**src/nibbleCalcPkg.sv**
```systemverilog
package nibbleCalcPkg;

    localparam int nibbleW = 4;  // operand and result width

    typedef logic [nibbleW-1:0] nibbleT;
    typedef logic [7:0] segT;    // active low, bit 7 is the decimal point

    // segment order is {dp, g, f, e, d, c, b, a}
    localparam segT segBlank = 8'b1111_1111;
    localparam segT segMinus = 8'b1011_1111;  // middle bar only
    localparam segT segF     = 8'b1000_1110;

    localparam segT segDigits [0:9] = '{
        8'b1100_0000,  // 0
        8'b1111_1001,  // 1
        8'b1010_0100,  // 2
        8'b1011_0000,  // 3
        8'b1001_1001,  // 4
        8'b1001_0010,  // 5
        8'b1000_0011,  // 6, drawn without the top bar
        8'b1111_1000,  // 7
        8'b1000_0000,  // 8
        8'b1001_1000   // 9
    };

    // encoded exactly as the two mode switches
    typedef enum logic [1:0] {
        modeIdle        = 2'b00,
        modeAddSub      = 2'b01,
        modeCmpUnsigned = 2'b10,
        modeCmpSigned   = 2'b11
    } modeT;

    // lamp positions on the board
    localparam int ledBGreater = 0;
    localparam int ledAGreater = 1;
    localparam int ledEqual    = 2;
    localparam int ledW        = 3;

endpackage

```
**src/addSub.sv**
```systemverilog
`timescale 1ns/1ns

module addSub (
    input  nibbleCalcPkg::nibbleT a,
    input  nibbleCalcPkg::nibbleT b,
    input  logic                  subtract,
    output nibbleCalcPkg::nibbleT sum,
    output logic                  overflow
);
    import nibbleCalcPkg::*;

    // carry[i] is the carry into bit i
    logic [nibbleW:0] carry;
    nibbleT           bOp;

    // A - B is done as A + ~B + 1
    assign bOp      = subtract ? ~b : b;
    assign carry[0] = subtract;

    for (genvar bitIdx = 0; bitIdx < nibbleW; bitIdx++) begin : gRipple
        // one full adder per bit
        assign sum[bitIdx] = a[bitIdx] ^ bOp[bitIdx] ^ carry[bitIdx];
        assign carry[bitIdx+1] = (a[bitIdx] & bOp[bitIdx])
                               | (a[bitIdx] & carry[bitIdx])
                               | (bOp[bitIdx] & carry[bitIdx]);
    end

    // signed result out of -8..7 when carries into and out of the sign bit differ
    assign overflow = carry[nibbleW] ^ carry[nibbleW-1];

endmodule

```
**src/magCompare.sv**
```systemverilog
`timescale 1ns/1ns

module magCompare (
    input  nibbleCalcPkg::nibbleT a,
    input  nibbleCalcPkg::nibbleT b,
    input  nibbleCalcPkg::modeT   mode,
    output logic                  aGreater,
    output logic                  bGreater,
    output logic                  equal
);
    import nibbleCalcPkg::*;

    logic signedCmp;

    assign signedCmp = (mode == modeCmpSigned);

    // first differing bit from the top decides
    always_comb begin
        aGreater = 1'b0;
        bGreater = 1'b0;
        equal    = 1'b1;  // doubles as "no difference found yet"
        for (int i = nibbleW - 1; i >= 0; i--) begin
            if (equal && (a[i] != b[i])) begin
                equal = 1'b0;
                if (signedCmp && (i == nibbleW - 1)) begin
                    // sign bits differ, the negative one is smaller
                    aGreater = b[i];
                    bGreater = a[i];
                end else begin
                    aGreater = a[i];
                    bGreater = b[i];
                end
            end
        end
    end

endmodule

```
**src/numberDisplay.sv**
```systemverilog
`timescale 1ns/1ns

module numberDisplay (
    input  nibbleCalcPkg::nibbleT value,
    input  nibbleCalcPkg::modeT   mode,
    output nibbleCalcPkg::segT    tensSeg,
    output nibbleCalcPkg::segT    onesSeg
);
    import nibbleCalcPkg::*;

    logic   negative;
    nibbleT magnitude;
    logic   twoDigit;
    nibbleT unsignedOnes;

    // two's complement view
    assign negative  = value[nibbleW-1];
    assign magnitude = negative ? nibbleT'(-value) : value;  // -8 wraps to 4'b1000, shown as 8

    // unsigned view, 0..15
    assign twoDigit     = (value > nibbleT'(9));
    assign unsignedOnes = twoDigit ? nibbleT'(value - nibbleT'(10)) : value;

    always_comb begin
        if (mode == modeCmpUnsigned) begin
            tensSeg = twoDigit ? segDigits[1] : segBlank;
            onesSeg = segDigits[unsignedOnes];
        end else begin
            tensSeg = negative ? segMinus : segBlank;  // sign goes in the tens place
            onesSeg = segDigits[magnitude];
        end
    end

endmodule

```
**src/nibbleCalcTop.sv**
```systemverilog
`timescale 1ns/1ns

module nibbleCalcTop (
    input  logic                                clk,
    input  logic                                rstN,
    input  logic [9:0]                          sw,
    input  logic                                key,   // active low button
    output nibbleCalcPkg::segT                  hex0,
    output nibbleCalcPkg::segT                  hex1,
    output nibbleCalcPkg::segT                  hex2,
    output nibbleCalcPkg::segT                  hex3,
    output nibbleCalcPkg::segT                  hex4,
    output nibbleCalcPkg::segT                  hex5,
    output logic [nibbleCalcPkg::ledW-1:0]      ledr
);
    import nibbleCalcPkg::*;

    // stage 1, sampled inputs
    nibbleT opA;
    nibbleT opB;
    modeT   mode;
    logic   subtract;

    // combinational results between the stages
    nibbleT sum;
    logic   overflow;
    logic   aGreater;
    logic   bGreater;
    logic   equal;
    segT    aTens;
    segT    aOnes;
    segT    bTens;
    segT    bOnes;
    segT    resTens;
    segT    resOnes;

    // next values for the output register
    segT             hexNext [0:5];
    logic [ledW-1:0] ledNext;

    always_ff @(posedge clk) begin
        if (!rstN) begin
            opA      <= '0;
            opB      <= '0;
            mode     <= modeIdle;
            subtract <= 1'b0;
        end else begin
            opA      <= sw[7:4];
            opB      <= sw[3:0];
            mode     <= modeT'(sw[9:8]);
            subtract <= ~key;  // pressed means A minus B
        end
    end

    addSub addSub_i (
        .a        (opA),
        .b        (opB),
        .subtract (subtract),
        .sum      (sum),
        .overflow (overflow)
    );

    magCompare magCompare_i (
        .a        (opA),
        .b        (opB),
        .mode     (mode),
        .aGreater (aGreater),
        .bGreater (bGreater),
        .equal    (equal)
    );

    numberDisplay dispA (
        .value   (opA),
        .mode    (mode),
        .tensSeg (aTens),
        .onesSeg (aOnes)
    );

    numberDisplay dispB (
        .value   (opB),
        .mode    (mode),
        .tensSeg (bTens),
        .onesSeg (bOnes)
    );

    numberDisplay dispResult (
        .value   (sum),
        .mode    (mode),
        .tensSeg (resTens),
        .onesSeg (resOnes)
    );

    always_comb begin
        for (int i = 0; i < 6; i++) begin
            hexNext[i] = segBlank;
        end
        ledNext = '0;
        case (mode)
            modeAddSub: begin
                hexNext[5] = aTens;
                hexNext[4] = aOnes;
                hexNext[3] = bTens;
                hexNext[2] = bOnes;
                if (overflow) begin  // shows "0F"
                    hexNext[1] = segDigits[0];
                    hexNext[0] = segF;
                end else begin
                    hexNext[1] = resTens;
                    hexNext[0] = resOnes;
                end
            end
            modeCmpUnsigned, modeCmpSigned: begin
                hexNext[5] = aTens;
                hexNext[4] = aOnes;
                hexNext[3] = bTens;
                hexNext[2] = bOnes;
                ledNext[ledAGreater] = aGreater;
                ledNext[ledBGreater] = bGreater;
                ledNext[ledEqual]    = equal;
            end
            default: ;  // idle leaves everything dark
        endcase
    end

    // stage 2, output register
    always_ff @(posedge clk) begin
        if (!rstN) begin
            hex0 <= segBlank;
            hex1 <= segBlank;
            hex2 <= segBlank;
            hex3 <= segBlank;
            hex4 <= segBlank;
            hex5 <= segBlank;
            ledr <= '0;
        end else begin
            hex0 <= hexNext[0];
            hex1 <= hexNext[1];
            hex2 <= hexNext[2];
            hex3 <= hexNext[3];
            hex4 <= hexNext[4];
            hex5 <= hexNext[5];
            ledr <= ledNext;
        end
    end

endmodule

```
**config.mk**
```make
export PLATFORM = sky130hd
export DESIGN_NAME = nibbleCalcTop
export DESIGN_NICKNAME = d
export VERILOG_FILES = /design/src/nibbleCalcPkg.sv /design/src/addSub.sv /design/src/magCompare.sv /design/src/numberDisplay.sv /design/src/nibbleCalcTop.sv
export SDC_FILE = /design/constraint.sdc
export NUM_CORES = 1
export LEC_CHECK = 0
export ABC_AREA = 1
export BUFFER_PORTS_ARGS = -buffer_cell sky130_fd_sc_hd__buf_2
export CAP_MARGIN = 20
export CORE_MARGIN = 5
export CORE_UTILIZATION = 25
export DETAILED_ROUTE_END_ITERATION = 8
export HOLD_SLACK_MARGIN = 0.05
export REMOVE_ABC_BUFFERS = 1
export SYNTH_ARGS = -nofsm -noshare
export SYNTH_HDL_FRONTEND = slang
export SYNTH_SLANG_ARGS = --single-unit
```
**constraint.sdc**
```tcl
create_clock -name clk -period 5.01 [get_ports clk]
set_clock_uncertainty 0.15 [all_clocks]
set_input_delay 1.002 -clock clk [delete_from_list [all_inputs] [get_ports clk]]
set_output_delay 1.002 -clock clk [all_outputs]
set_load 0.05 [all_outputs]
```
**Yosys cells after proc, flatten, opt, wreduce, memory -nomap -nowiden**

Memories as Yosys holds them, arrays and structs flattened.
Index checks and enable logic that the tools add are counted.

- Register bits after elaboration: 62
- Latch bits: 0
- Bits in writable memories: 0
- ROM bits: 768
- Output and inout port bits: 51
- Memories: 6

- Add/sub/neg operators: 6
- Multipliers: 0
- Divide/modulo/power cells: 0
- Magnitude comparators: 9
- Equal/unequal tests: 7
- Shifts and indexed selects: 0
- Muxes and demuxes: 45
- Bitwise operators: 40
- Reduce and logical (&&, ||, !) cells: 10

Memories:

| name | depth | bits a word | read ports | clocked after Yosys merged registers in | write ports | line | source |
|---|---|---|---|---|---|---|---|
| (name not given) | 16 | 8 | 1 | 0 | 0 | numberDisplay.sv:27 | `onesSeg = segDigits[unsignedOnes];` |
| (name not given) | 16 | 8 | 1 | 0 | 0 | numberDisplay.sv:30 | `onesSeg = segDigits[magnitude];` |
| (name not given) | 16 | 8 | 1 | 0 | 0 | numberDisplay.sv:27 |  |
| (name not given) | 16 | 8 | 1 | 0 | 0 | numberDisplay.sv:30 |  |
| (name not given) | 16 | 8 | 1 | 0 | 0 | numberDisplay.sv:30 |  |
| (name not given) | 16 | 8 | 1 | 0 | 0 | numberDisplay.sv:27 |  |

Operators with widths:

| kind | number |
|---|---|
| $mux W8 | 18 |
| $ge A5 B5 Y1 const B | 6 |
| $not A4 Y5 | 6 |
| $mux W4 | 7 |
| $mux W7 | 3 |
| $mux W15 | 1 |
| $mux W1 | 13 |
| $and A1 B1 Y1 | 12 |
| $gt A4 B4 Y1 const B | 3 |
| $neg A4 Y4 | 3 |
| $sub A4 B4 Y4 const B | 3 |
| $mux W3 | 3 |
| $reduce_or A3 Y1 | 3 |
| $xor A1 B1 Y1 | 9 |
| $or A1 B1 Y1 | 8 |
| $reduce_and A2 Y1 | 3 |
| $eq A2 B2 Y1 const B | 2 |
| $ne A1 B1 Y1 | 4 |
| $not A1 Y1 | 4 |
| $not A4 Y4 | 1 |
| $logic_and A1 B1 Y1 | 3 |
| $eq A2 B1 Y1 const B | 1 |
| $reduce_or A2 Y1 | 1 |

**Logic depth before layout (Yosys ltp)**

Gate-level depths: netlist of the first run.

- Depth after elaboration: 20
- Gate-level depth with buffers: 19
- Depth with buffers taken out: 18

**Hierarchy**

A second synthesis of the first run with hierarchy kept.

- Cells, all modules: 564
- Area, all modules: 3941.3 um^2

By module, submodules not included:

| module | instances | cells each | area each (um^2) | sequential area each (um^2) |
|---|---|---|---|---|
| nibbleCalcTop | 1 | 197 | 1786.7 | 1241.2 |
| numberDisplay (dispB ...) | 2 | 98 | 605.6 | 0.0 |
| numberDisplay (dispA) | 1 | 98 | 608.1 | 0.0 |
| addSub | 1 | 34 | 176.4 | 0.0 |
| magCompare | 1 | 39 | 158.9 | 0.0 |

**Least setup slack after synthesis of the first run**

Ideal clock, no wire load.

- Path type: flip-flop to flip-flop
- From: reg opA[0]
- To: reg hex0[0]
- Library setup time: 0.125 ns
- Data arrival time: 3.065 ns
- Data required time: 4.735 ns
- Setup slack: 1.670 ns
- Stages on the path, launching flop included: 19
- Path buffers: 1
- Path through: dfxtp_1 -> buf_2 -> nand2_1 -> inv_1 -> a21oi_1 -> fa_1 -> inv_1 -> fa_1 -> inv_1 -> fa_1 -> inv_1 -> or2_2 -> o21ai_0 -> inv_1 -> ha_1 -> nand2_1 -> nor2_1 -> o21ai_0 -> nand2_1

- Word-level cells in the longest chain between the ends: 18

Ends and longest elaborated chain:

| what | line | source |
|---|---|---|
| start, declared | nibbleCalcTop.sv:19 | `nibbleT opA;` |
| start signal, assigned | nibbleCalcTop.sv:48 | `opA <= sw[7:4];` |
| $and A1 B1 Y1, on equally long branches | addSub.sv:23, addSub.sv:24 |  |
| $or A1 B1 Y1 | addSub.sv:24 | `\| (a[bitIdx] & carry[bitIdx])` |
| $or A1 B1 Y1 | addSub.sv:25 | `\| (bOp[bitIdx] & carry[bitIdx]);` |
| $and A1 B1 Y1 | addSub.sv:24 |  |
| $or A1 B1 Y1 | addSub.sv:24 |  |
| $or A1 B1 Y1 | addSub.sv:25 |  |
| $and A1 B1 Y1 | addSub.sv:24 |  |
| $or A1 B1 Y1 | addSub.sv:24 |  |
| $or A1 B1 Y1 | addSub.sv:25 |  |
| $xor A1 B1 Y1 | addSub.sv:22 | `assign sum[bitIdx] = a[bitIdx] ^ bOp[bitIdx] ^ carry[bitIdx];` |
| $neg A4 Y4 (tied with other cells) | numberDisplay.sv:18 | `assign magnitude = negative ? nibbleT'(-value) : value;` |
| $mux W4, on equally long branches | numberDisplay.sv:18, numberDisplay.sv:22 |  |
| $not A4 Y5, on equally long branches | numberDisplay.sv:30, numberDisplay.sv:27 |  |
| $mem_v2 Z16 W8, on equally long branches | -- |  |
| $mux W8, on equally long branches (2 in a row) | numberDisplay.sv:30, numberDisplay.sv:27 |  |
| $mux W8 | numberDisplay.sv:25 | `if (mode == modeCmpUnsigned) begin` |
| $mux W15 * | nibbleCalcTop.sv:104 | `if (overflow) begin // shows "0F"` |
| end signal, assigned | nibbleCalcTop.sv:128 | `hex0 <= segBlank;` |
| end signal, assigned | nibbleCalcTop.sv:136 | `hex0 <= hexNext[0];` |
| end, declared | nibbleCalcTop.sv:8 | `output nibbleCalcPkg::segT hex0,` |

Every way passes the cells marked *; elsewhere a longest branch is shown, timed or not. The select of a mux whose other input is x is not followed.
A chain may end at the register's enable or synchronous reset.

**Worst setup path in the final report of the first run**

Same ends and word-level chain as after synthesis.

==> results of run 1 <==
==> layout by cell type (no fill, tap or decap) <==
cell type	instances
sky130_fd_sc_hd__o21ai_1	1
sky130_fd_sc_hd__a21boi_0	1
sky130_fd_sc_hd__clkbuf_8	6
sky130_fd_sc_hd__a21oi_2	1
sky130_fd_sc_hd__fa_1	3
sky130_fd_sc_hd__nand2_1	117
sky130_fd_sc_hd__ha_1	32
sky130_fd_sc_hd__o21bai_1	1
sky130_fd_sc_hd__a31oi_2	1
sky130_fd_sc_hd__xnor2_1	4
sky130_fd_sc_hd__nor2_4	1
sky130_fd_sc_hd__nor2_2	1
sky130_fd_sc_hd__inv_2	6
sky130_fd_sc_hd__dfxtp_1	42
sky130_fd_sc_hd__o21ai_0	10
sky130_fd_sc_hd__nand2_2	3
sky130_fd_sc_hd__nor3_1	3
sky130_fd_sc_hd__conb_1	14
sky130_fd_sc_hd__nand3_1	42
sky130_fd_sc_hd__xor2_1	3
sky130_fd_sc_hd__o21ai_4	1
sky130_fd_sc_hd__o211ai_1	7
sky130_fd_sc_hd__buf_2	49
sky130_fd_sc_hd__or2_2	1
sky130_fd_sc_hd__nor3_2	1
sky130_fd_sc_hd__nand4_1	3
sky130_fd_sc_hd__a21oi_1	4
sky130_fd_sc_hd__bufinv_16	1
sky130_fd_sc_hd__inv_1	51
sky130_fd_sc_hd__nor2_1	26
==> layer usage <==
metal	GRT usage	vias up	routed length, um
li1	-	1265	-
met3	0.0225	13	401
met1	0.125	1096	2860
met4	0.0438	0	212
met5	0	-	0
met2	0.164	60	2860
==> stage by stage <==
| stage | hold WS (ns) | instances | total power [mW] | utilization | instance area (um^2) |
|---|---|---|---|---|---|
| finish | 0.453 | 576 | 0.930 | 0.292 | 3180 |
| global route | 0.515 | 576 | 1.00 | 0.292 | 3180 |
| CTS | 0.457 | 576 | 0.944 | 0.292 | 3180 |
| detailed placement | 0.448 | 569 | 0.666 | 0.281 | 3060 |
| global placement | 0.458 | 569 | 0.660 | 0.281 | 3060 |
| floorplan | 0.373 | 380 | 0.605 | - | 2640 |
==> cells by family after synthesis <==
family | share of synthesized area
AOI/OAI and AO/OA | 0.0647
adders and majority gates | 0.165
other | 0.00135
xor gates and xnor gates | 0.0220
buffers and inverters | 0.146
and+or+nand+nor | 0.299
DFF | 0.302
==> sequential cells by signal (all words and copies together) (netlist names), 2 cells and up <==
register and count:
hex5 2, hex2 7, opB 4, hex4 7, mode 2, hex1 3
hex0 7, ledr 3, hex3 2, opA 4
==> how the worst min path moves through the flow <==
stage,cells after the start,from,endpoint,slack (ns)
floorplan,1,opA[3],hex5[6],0.37
finish,2,mode[1],ledr[2],0.45
global placement,2,mode[1],ledr[2],0.46
global route,2,mode[1],ledr[2],0.52
detailed placement,2,mode[1],ledr[2],0.45
CTS,2,mode[1],ledr[2],0.46
==> where the power goes <==
group | leakage [nW] | total [mW] | switching (mW) | internal, mW
Clock | 0.0573 | 0.273 | 0.113 | 0.159
Sequential | 0.346 | 0.367 | 0.0156 | 0.352
Combinational | 1.18 | 0.290 | 0.209 | 0.0808
Total | 1.58 | 0.930 | 0.338 | 0.592
==> cell type report <==
cell class / count / area [um^2]
clock buffer: 6 / 82.6
clock inverter: 1 / 30.0
fill: 1189 / 7710
inverter: 57 / 214
multi-input combinational: 281 / 1590
sequential: 42 / 841
tap: 140 / 175
timing repair buffer: 49 / 245
==> worst min-delay path, stage by stage (launching register included) <==
cell                      delay [ns]
sky130_fd_sc_hd__dfxtp_1        0.36
sky130_fd_sc_hd__nand2_1        0.12
sky130_fd_sc_hd__nor3_1         0.07
==> flow_metrics.tcl, run 1 <==
set metrics [dict create \
    startpoint_of_the_most_critical_setup_path "opA[0]" \
    pwr_density_cell_nw_per_um2 293 \
    globalRouteOverflowTotal 0 \
    endpoint "hex0[0]" \
    top_level_i_o_count 64 \
    static-leakage-power_nw 1.58 \
    final_layout_size_suffix_gt1_frac 0.165 \
    die_h_um 116 \
    num_vias 2434 \
    drv_cap 0 \
    wire_length_of_the_first_global_routing_pass_um 10800 \
    setup-violations-final 0 \
    max_freq_mhz 267 \
    timing_worst_slew_pin_value_ns 0.590 \
    detailed_place_hpwl_um 5110 \
    grt_setup_unrepaired "false" \
    initial_core_util 0.256 \
    yosysWarnings 0 \
    timing.critical_path.arrival_ns 3.76 \
    cts.root.buffer_cell "sky130_fd_sc_hd__clkbuf_8" \
    asyncSetResetFlopFracSynth 0 \
    cp_bufs_invs 5 \
    worst_ir_drop_vdd_uv 112 \
    top_cell_type_s_share_of_synthesized_area 0.302 \
    detail_route.drc_violations 0 \
    core_region_area_um2 10900 \
    crit_top_cell "sky130_fd_sc_hd__inv_1" \
    cp_num_cells 17 \
    count_of_buffers_from_port_buffering 49 \
    gp_congestion 0.835 \
    area.growth.synth_to_final_pct 14.0 \
    r2r_slack_ns 1.27 \
    cts_tree "built" \
    tns_ns 0 \
    seq_area_frac_synth 0.302 \
    nets 484 \
    num_rows 38 \
    outcome "complete, no violations" \
    firstDrtPassIters 4 \
    setup.worst_path.start_class "flip-flop" \
    insertedDiodeCount 0 \
    post_cts_buffers 0 \
    relSlewSlack 0.606 \
    crit_path_top_delay_cell "sky130_fd_sc_hd__dfxtp_1" \
    reg2reg_to "hex0[0]" \
    clock_path_buffers 2 \
    yosysUniqueCellTypes 30 \
    required_ns 5.03 \
    mappedNetlistArea_um2 2790 \
    setup.worst_path.end_class "flip-flop" \
    timing.final.hold_violations 0 \
    most_instantiated_cells_after_synthesis "sky130_fd_sc_hd__nand2_1, sky130_fd_sc_hd__inv_1, sky130_fd_sc_hd__dfxtp_1, sky130_fd_sc_hd__nand3_1, sky130_fd_sc_hd__ha_1" \
    synth-edff-count 0 \
    max_stage_delay_ns 0.69 \
    die_area_um2 13400 \
    report.final.slew_viol_count 0 \
    wl_per_cell_um 11.0 \
    routed_wirelength_um 6330 \
    fp.dieW_um 116 \
    worst_reg2reg_startpoint "opA[0]" \
    synth_most_common_cell "sky130_fd_sc_hd__nand2_1" \
    dpl_worst_slack_ns 1.30 \
    count_of_mapped_cells_out_of_synthesis 394 \
    first_global_vias 2356 \
    synth_ff_type "sky130_fd_sc_hd__dfxtp_1" \
    min_period_over_period 0.746 \
    globalRouteTotalUtil 0.0998 \
    cts_num_sinks 42 \
    post_drt_via_cell_ratio 4.23 \
    grt_antenna_before_repair 0 \
    syn-mean-instance-area_um2 7.07 \
    number_of_hold_repair_buffers_added_at_the_cts_stage 0 \
    cts.clk_slew.worst_paths_ns 0.08 \
    post_synthesis_cell_type_with_the_largest_combined_area "sky130_fd_sc_hd__dfxtp_1" \
    clock_latency_at_the_later_pin_of_the_worst_skew_pair_ns 0.29 \
    ff2ff_path_depth 17 \
    min_period_ns 3.74 \
    post_synth_main_area_contributors "sky130_fd_sc_hd__dfxtp_1, sky130_fd_sc_hd__nand2_1, sky130_fd_sc_hd__ha_1, sky130_fd_sc_hd__nand3_1, sky130_fd_sc_hd__inv_1" \
    crit_path_cell_trace "nand2_1 -> inv_1 -> a21oi_1 -> fa_1 -> inv_1 -> fa_1 -> inv_1 -> fa_1 -> inv_1 -> or2_2 -> o21ai_0 -> inv_1 -> ha_1 -> nand2_1 -> nor2_1 -> o21ai_0 -> nand2_1" \
    ctsHtreeMaxLevel 2 \
    min-delay-path-class "reg -> reg" \
    post-route-worst-setup-slack_ns 1.27 \
    criticalPathCategory "reg -> reg" \
    cts_repair_resize_count 0 \
    synth_seq_cells 42 \
    detail-route-antenna-nets 0 \
    largest_delay_contributor_family_on_the_critical_path "adder cells" \
    critical_path_peak_fanout 14 \
    first_iter_violations 134 \
    grt_max_degree 18 \
    cts_made_buffers 5 \
]
(Power assumes the default switching activity.)
==> inputs of run 2 (changes only) <==
==> constraint.sdc (replaced) <==
create_clock -name clk -period 3.6 [get_ports clk]
set_clock_uncertainty 0.15 [all_clocks]
set_input_delay 0.72 -clock clk [delete_from_list [all_inputs] [get_ports clk]]
set_output_delay 0.72 -clock clk [all_outputs]
set_load 0.05 [all_outputs]
==> run 2 against run 1 <==
Worst setup slack lost 0.97 ns. First-iteration DRC count shrank 22%. Sequential share of layout area grew 0.087 points. Critical endpoint is now hex0[5]. Largest cell class unchanged. Largest power group unchanged.
==> flow_metrics.tcl, run 2 (synthesis gave the netlist of run 1 again) <==
set metrics [dict create \
    layout.cells.most_common_list "sky130_fd_sc_hd__nand2_1, sky130_fd_sc_hd__inv_1, sky130_fd_sc_hd__buf_2" \
    post_layout_nonfiller_instances 580 \
    count_of_buffers_from_port_buffering 49 \
    tns_ns 0 \
    timing.critical_path.arrival_ns 3.39 \
    total_switching_power_mw 0.479 \
    grt_antenna_before_repair 0 \
    clock_latency_at_the_later_pin_of_the_worst_skew_pair_ns 0.30 \
    setup.worst_path.end_class "flip-flop" \
    top_level_i_o_count 64 \
    die_area_um2 13400 \
    biggestRegsByFlops "hex0: 7 flops, hex2: 7 flops, hex4: 7 flops" \
    mostFrequentLayoutCell "sky130_fd_sc_hd__nand2_1" \
    outcome "complete, no violations" \
    cell_count_post_placement 572 \
    criticalPathCategory "reg -> reg" \
    switching_part_of_the_total 0.392 \
    core_region_area_um2 10900 \
    insertedDiodeCount 0 \
    timing.final.hold_violations 0 \
    post_drt_via_cell_ratio 4.17 \
    min_period_over_period 0.916 \
    final_layout_size_suffix_gt1_frac 0.177 \
    first_global_vias 2295 \
    static-leakage-power_nw 1.59 \
    initial_core_util 0.256 \
    cts.clk_slew.worst_paths_ns 0.08 \
    fin_area_um2 3180 \
    post_cts_buffers 0 \
    placed_cell_area_um2 3090 \
    setup-violations-final 0 \
    relSlewSlack 0.590 \
    power.internal_mw 0.743 \
    clock_path_buffers 2 \
    num_rows 38 \
    fp.dieW_um 116 \
    min_period_ns 3.30 \
    wl_per_cell_um 11.1 \
    detail_route.drc_violations 0 \
    power.clock.fraction 0.245 \
    cts_made_buffers 5 \
    cts.root.buffer_cell "sky130_fd_sc_hd__clkbuf_8" \
    min-delay-path-class "in -> reg" \
    cts_num_sinks 42 \
    worst_ir_drop_vdd_uv 141 \
    detail-route-antenna-nets 0 \
    globalRouteTotalUtil 0.0988 \
    pwr_density_cell_nw_per_um2 384 \
    nets 487 \
    comb_power_share 0.340 \
    first_iter_violations 105 \
    routed_wirelength_um 6460 \
    required_ns 3.69 \
    timing_worst_slew_pin_value_ns 0.614 \
    gp_congestion 0.838 \
    setup.worst_path.start_class "flip-flop" \
    critical_path_peak_fanout 9 \
    number_of_hold_repair_buffers_added_at_the_cts_stage 0 \
    grt_setup_unrepaired "false" \
    drv_cap 0 \
    share_seq_of_total_power 0.415 \
    globalRouteOverflowTotal 0 \
    ctsHtreeMaxLevel 2 \
    detailed_place_hpwl_um 5210 \
    grt_max_degree 18 \
    firstDrtPassIters 5 \
    die_h_um 116 \
    report.final.slew_viol_count 0 \
    area.growth.synth_to_final_pct 14.2 \
    cts_tree "built" \
    max_freq_mhz 303 \
    wire_length_of_the_first_global_routing_pass_um 10500 \
    num_vias 2421 \
]
-- run 2: power groups by stage --
stage	clock network, mW	logic [mW]	registers [mW]
after global routing	0.332	0.469	0.512
after CTS	0.311	0.414	0.508
final	0.299	0.415	0.508
after detailed placement	0	0.412	0.519
after floorplan	0	0.251	0.591
after global placement	0	0.403	0.519
-- run 2: repair_timing --
action,in CTS,in global routing
hold endpoints to repair,0,0
gates resized for setup,0,5
setup endpoints to repair,0,5
-- run 2: final cells by class --
class	count	area (um^2)
Inverter	57	214
Timing Repair Buffer	52	268
Tap cell	140	175
Multi-Input combinational cell	281	1590
Clock inverter	2	13.8
Fill cell	1183	7710
Sequential cell	42	845
Clock buffer	6	72.6
-- run 2: final timing paths --
path,startpoint,end,slack [ns],cells past startpoint
hold reg to reg,mode[1],ledr[2],0.47,2
hold / removal,key,subtract,0.42,2
setup reg to reg,opA[1],hex0[5],0.30,16
setup / recovery,opA[1],hex0[5],0.30,16
-- run 2: worst max-delay path, cell delays in order, from the launching register on --
cell and delay [ns]:
sky130_fd_sc_hd__dfxtp_1 0.44, sky130_fd_sc_hd__inv_2 0.14, sky130_fd_sc_hd__fa_1 0.45, sky130_fd_sc_hd__inv_1 0.09, sky130_fd_sc_hd__fa_1 0.20, sky130_fd_sc_hd__inv_1 0.06
sky130_fd_sc_hd__fa_1 0.55, sky130_fd_sc_hd__inv_1 0.10, sky130_fd_sc_hd__or2_2 0.29, sky130_fd_sc_hd__o21ai_2 0.10, sky130_fd_sc_hd__inv_1 0.10, sky130_fd_sc_hd__ha_1 0.18
sky130_fd_sc_hd__inv_1 0.05, sky130_fd_sc_hd__nor2_1 0.03, sky130_fd_sc_hd__o21ai_0 0.17, sky130_fd_sc_hd__nand2_1 0.07, sky130_fd_sc_hd__nand2_1 0.07
-- run 2: stage by stage --
step                total power [mW]  hold WS (ns)   util  setup WS (ns)
floorplan                      0.842         0.373      -          0.272
global placement               0.923         0.475  0.283          0.230
detailed placement             0.932         0.466  0.283         0.0861
CTS                             1.23         0.418  0.291         0.0635
global route                    1.31         0.417  0.292         0.0415
finish                          1.22         0.424  0.292          0.301
-- run 2: metal layers --
metal | wire length (um) | track usage | up-vias
met5 | 0 | 0 | -
met4 | 152 | 0.0446 | 0
met3 | 453 | 0.0240 | 10
met2 | 3030 | 0.163 | 75
met1 | 2820 | 0.122 | 1066
li1 | - | - | 1270
==> inputs of run 3 (changes only) <==
--- a/config.mk
+++ b/config.mk
@@ -8,8 +8,7 @@
 export ABC_AREA = 1
 export BUFFER_PORTS_ARGS = -buffer_cell sky130_fd_sc_hd__buf_2
 export CAP_MARGIN = 20
-export CORE_MARGIN = 5
-export CORE_UTILIZATION = 25
+export CORE_UTILIZATION = 30
 export DETAILED_ROUTE_END_ITERATION = 8
 export HOLD_SLACK_MARGIN = 0.05
 export REMOVE_ABC_BUFFERS = 1
==> run 3 against run 2 <==
The flow now finishes with violations (design-rule violations). Non-clock buffer count grew 2. Cell area is 0.24% lower. Core utilization is 6.6 points higher. Critical path type unchanged.
==> flow_metrics.tcl, run 3 (synthesis gave the netlist of run 1 again) <==
set metrics [dict create \
    timing.critical_path.arrival_ns 3.42 \
    required_ns 3.70 \
    pwr_density_cell_nw_per_um2 407 \
    grt_setup_unrepaired "false" \
    grt_max_degree 17 \
    fin_area_um2 3170 \
    routed_wirelength_um 5880 \
    total_switching_power_mw 0.478 \
    violations_in_the_final_reports "design-rule violations" \
    outcome "complete, but fails checks" \
    share_seq_of_total_power 0.391 \
    area.growth.synth_to_final_pct 13.9 \
    drv_cap 0 \
    timing.final.hold_violations 0 \
    setup.worst_path.end_class "flip-flop" \
    dpl_worst_slack_ns 0.116 \
    globalRouteOverflowTotal 0 \
    mostFrequentLayoutCell "sky130_fd_sc_hd__nand2_1" \
    ctsHtreeMaxLevel 2 \
    num_vias 2417 \
    cts_tree "built" \
    worst_reg2reg_startpoint "opB[0]" \
    clock_latency_at_the_later_pin_of_the_worst_skew_pair_ns 0.30 \
    nets 489 \
    final_layout_size_suffix_gt1_frac 0.176 \
    die_h_um 98.4 \
    report.final.slew_viol_count 0 \
    min_period_over_period 0.924 \
    criticalPathCategory "reg -> reg" \
    cts_num_sinks 42 \
    post_cts_buffers 0 \
    max_freq_mhz 301 \
    biggestRegsByFlops "hex0: 7 flops, hex2: 7 flops, hex4: 7 flops" \
    hold-worst-slack_ns 0.422 \
    power.internal_mw 0.814 \
    tns_ns 0 \
    power.clock.fraction 0.287 \
    die_area_um2 9670 \
    critical_path_peak_fanout 9 \
    fin_total_pwr_mw 1.29 \
    globalRouteTotalUtil 0.133 \
    count_of_buffers_from_port_buffering 49 \
    min_period_ns 3.33 \
    wl_per_cell_um 10.7 \
    number_of_hold_repair_buffers_added_at_the_cts_stage 0 \
    core_region_area_um2 8850 \
    post_drt_via_cell_ratio 4.39 \
    cts_repair_resize_count 0 \
    cell_count_post_placement 542 \
    layout.cells.most_common_list "sky130_fd_sc_hd__nand2_1, sky130_fd_sc_hd__inv_1, sky130_fd_sc_hd__buf_2" \
    first_iter_violations 85 \
    min-delay-path-class "in -> reg" \
    cts.clk_slew.worst_paths_ns 0.08 \
    detail_route.drc_violations 3 \
    relSlewSlack 0.654 \
    wire_length_of_the_first_global_routing_pass_um 10300 \
    final.fill_count 978 \
    endpoint "hex0[5]" \
    setup.worst_path.start_class "flip-flop" \
    reg2reg_to "hex0[5]" \
    ff2ff_path_depth 18 \
    comb_power_share 0.322 \
    r2r_slack_ns 0.27 \
    switching_part_of_the_total 0.370 \
    insertedDiodeCount 0 \
    placed_cell_area_um2 3060 \
    post_layout_nonfiller_instances 550 \
    setup-violations-final 0 \
    num_rows 34 \
    static-leakage-power_nw 1.60 \
    initial_core_util 0.315 \
    detailed_place_hpwl_um 4670 \
    gp_congestion 0.833 \
    first_global_vias 2353 \
    timing_worst_slew_pin_value_ns 0.518 \
    top_level_i_o_count 64 \
    worst_ir_drop_vdd_uv 126 \
    fp.dieW_um 98.4 \
    clock_path_buffers 2 \
    post-route-worst-setup-slack_ns 0.273 \
    grt_antenna_before_repair 0 \
    startpoint_of_the_most_critical_setup_path "opB[0]" \
    cts_made_buffers 5 \
    detail-route-antenna-nets 0 \
    postLayoutCoreUtil 0.358 \
    cts.root.buffer_cell "sky130_fd_sc_hd__clkbuf_8" \
    firstDrtPassIters 6 \
]
-- run 3: how the worst min path moves through the flow --
stage	start	endpoint	slack [ns]	depth (start not counted)
6_report	key	subtract	0.42	2
3_5_place_dp	mode[1]	ledr[2]	0.46	2
5_1_grt	key	subtract	0.42	2
3_3_place_gp	mode[1]	ledr[2]	0.45	2
4_1_cts	key	subtract	0.42	2
2_1_floorplan	opA[3]	hex5[6]	0.37	1
-- run 3: per-layer routing --
metal | share of wire | GRT usage
met5 | 0 | 0
met4 | 0.022 | 0.0689
met3 | 0.052 | 0.0293
met2 | 0.46 | 0.224
met1 | 0.46 | 0.158
-- run 3: worst max-delay path, cell delays in order, from the launching register on --
cell,delay (ns)
sky130_fd_sc_hd__dfxtp_2,0.43
sky130_fd_sc_hd__nand2_1,0.09
sky130_fd_sc_hd__inv_1,0.07
sky130_fd_sc_hd__a21oi_1,0.05
sky130_fd_sc_hd__fa_1,0.36
sky130_fd_sc_hd__inv_1,0.07
sky130_fd_sc_hd__fa_1,0.21
sky130_fd_sc_hd__inv_1,0.06
sky130_fd_sc_hd__fa_1,0.53
sky130_fd_sc_hd__inv_1,0.09
sky130_fd_sc_hd__or2_2,0.27
sky130_fd_sc_hd__o21ai_1,0.18
sky130_fd_sc_hd__inv_1,0.13
sky130_fd_sc_hd__ha_1,0.20
sky130_fd_sc_hd__inv_1,0.05
sky130_fd_sc_hd__nor2_1,0.03
sky130_fd_sc_hd__o21ai_0,0.16
sky130_fd_sc_hd__nand2_1,0.06
sky130_fd_sc_hd__nand2_1,0.06
-- run 3: cell type report --
| type | instances | area, um^2 | area share |
|---|---|---|---|
| Clock buffer | 6 | 72.6 | 0.0229 |
| Clock inverter | 2 | 37.5 | 0.0118 |
| Inverter | 57 | 214 | 0.0675 |
| Multi-Input combinational cell | 281 | 1590 | 0.501 |
| Sequential cell | 42 | 842 | 0.265 |
| Tap cell | 108 | 135 | 0.0426 |
| Timing Repair Buffer | 54 | 283 | 0.0892 |
-- run 3: power groups by stage --
stage	clock (mW)	combinational (mW)	sequential [mW]
global placement	0	0.406	0.517
global route	0.405	0.470	0.509
finish	0.372	0.416	0.505
CTS	0.387	0.416	0.506
detailed placement	0	0.414	0.517
floorplan	0	0.251	0.591
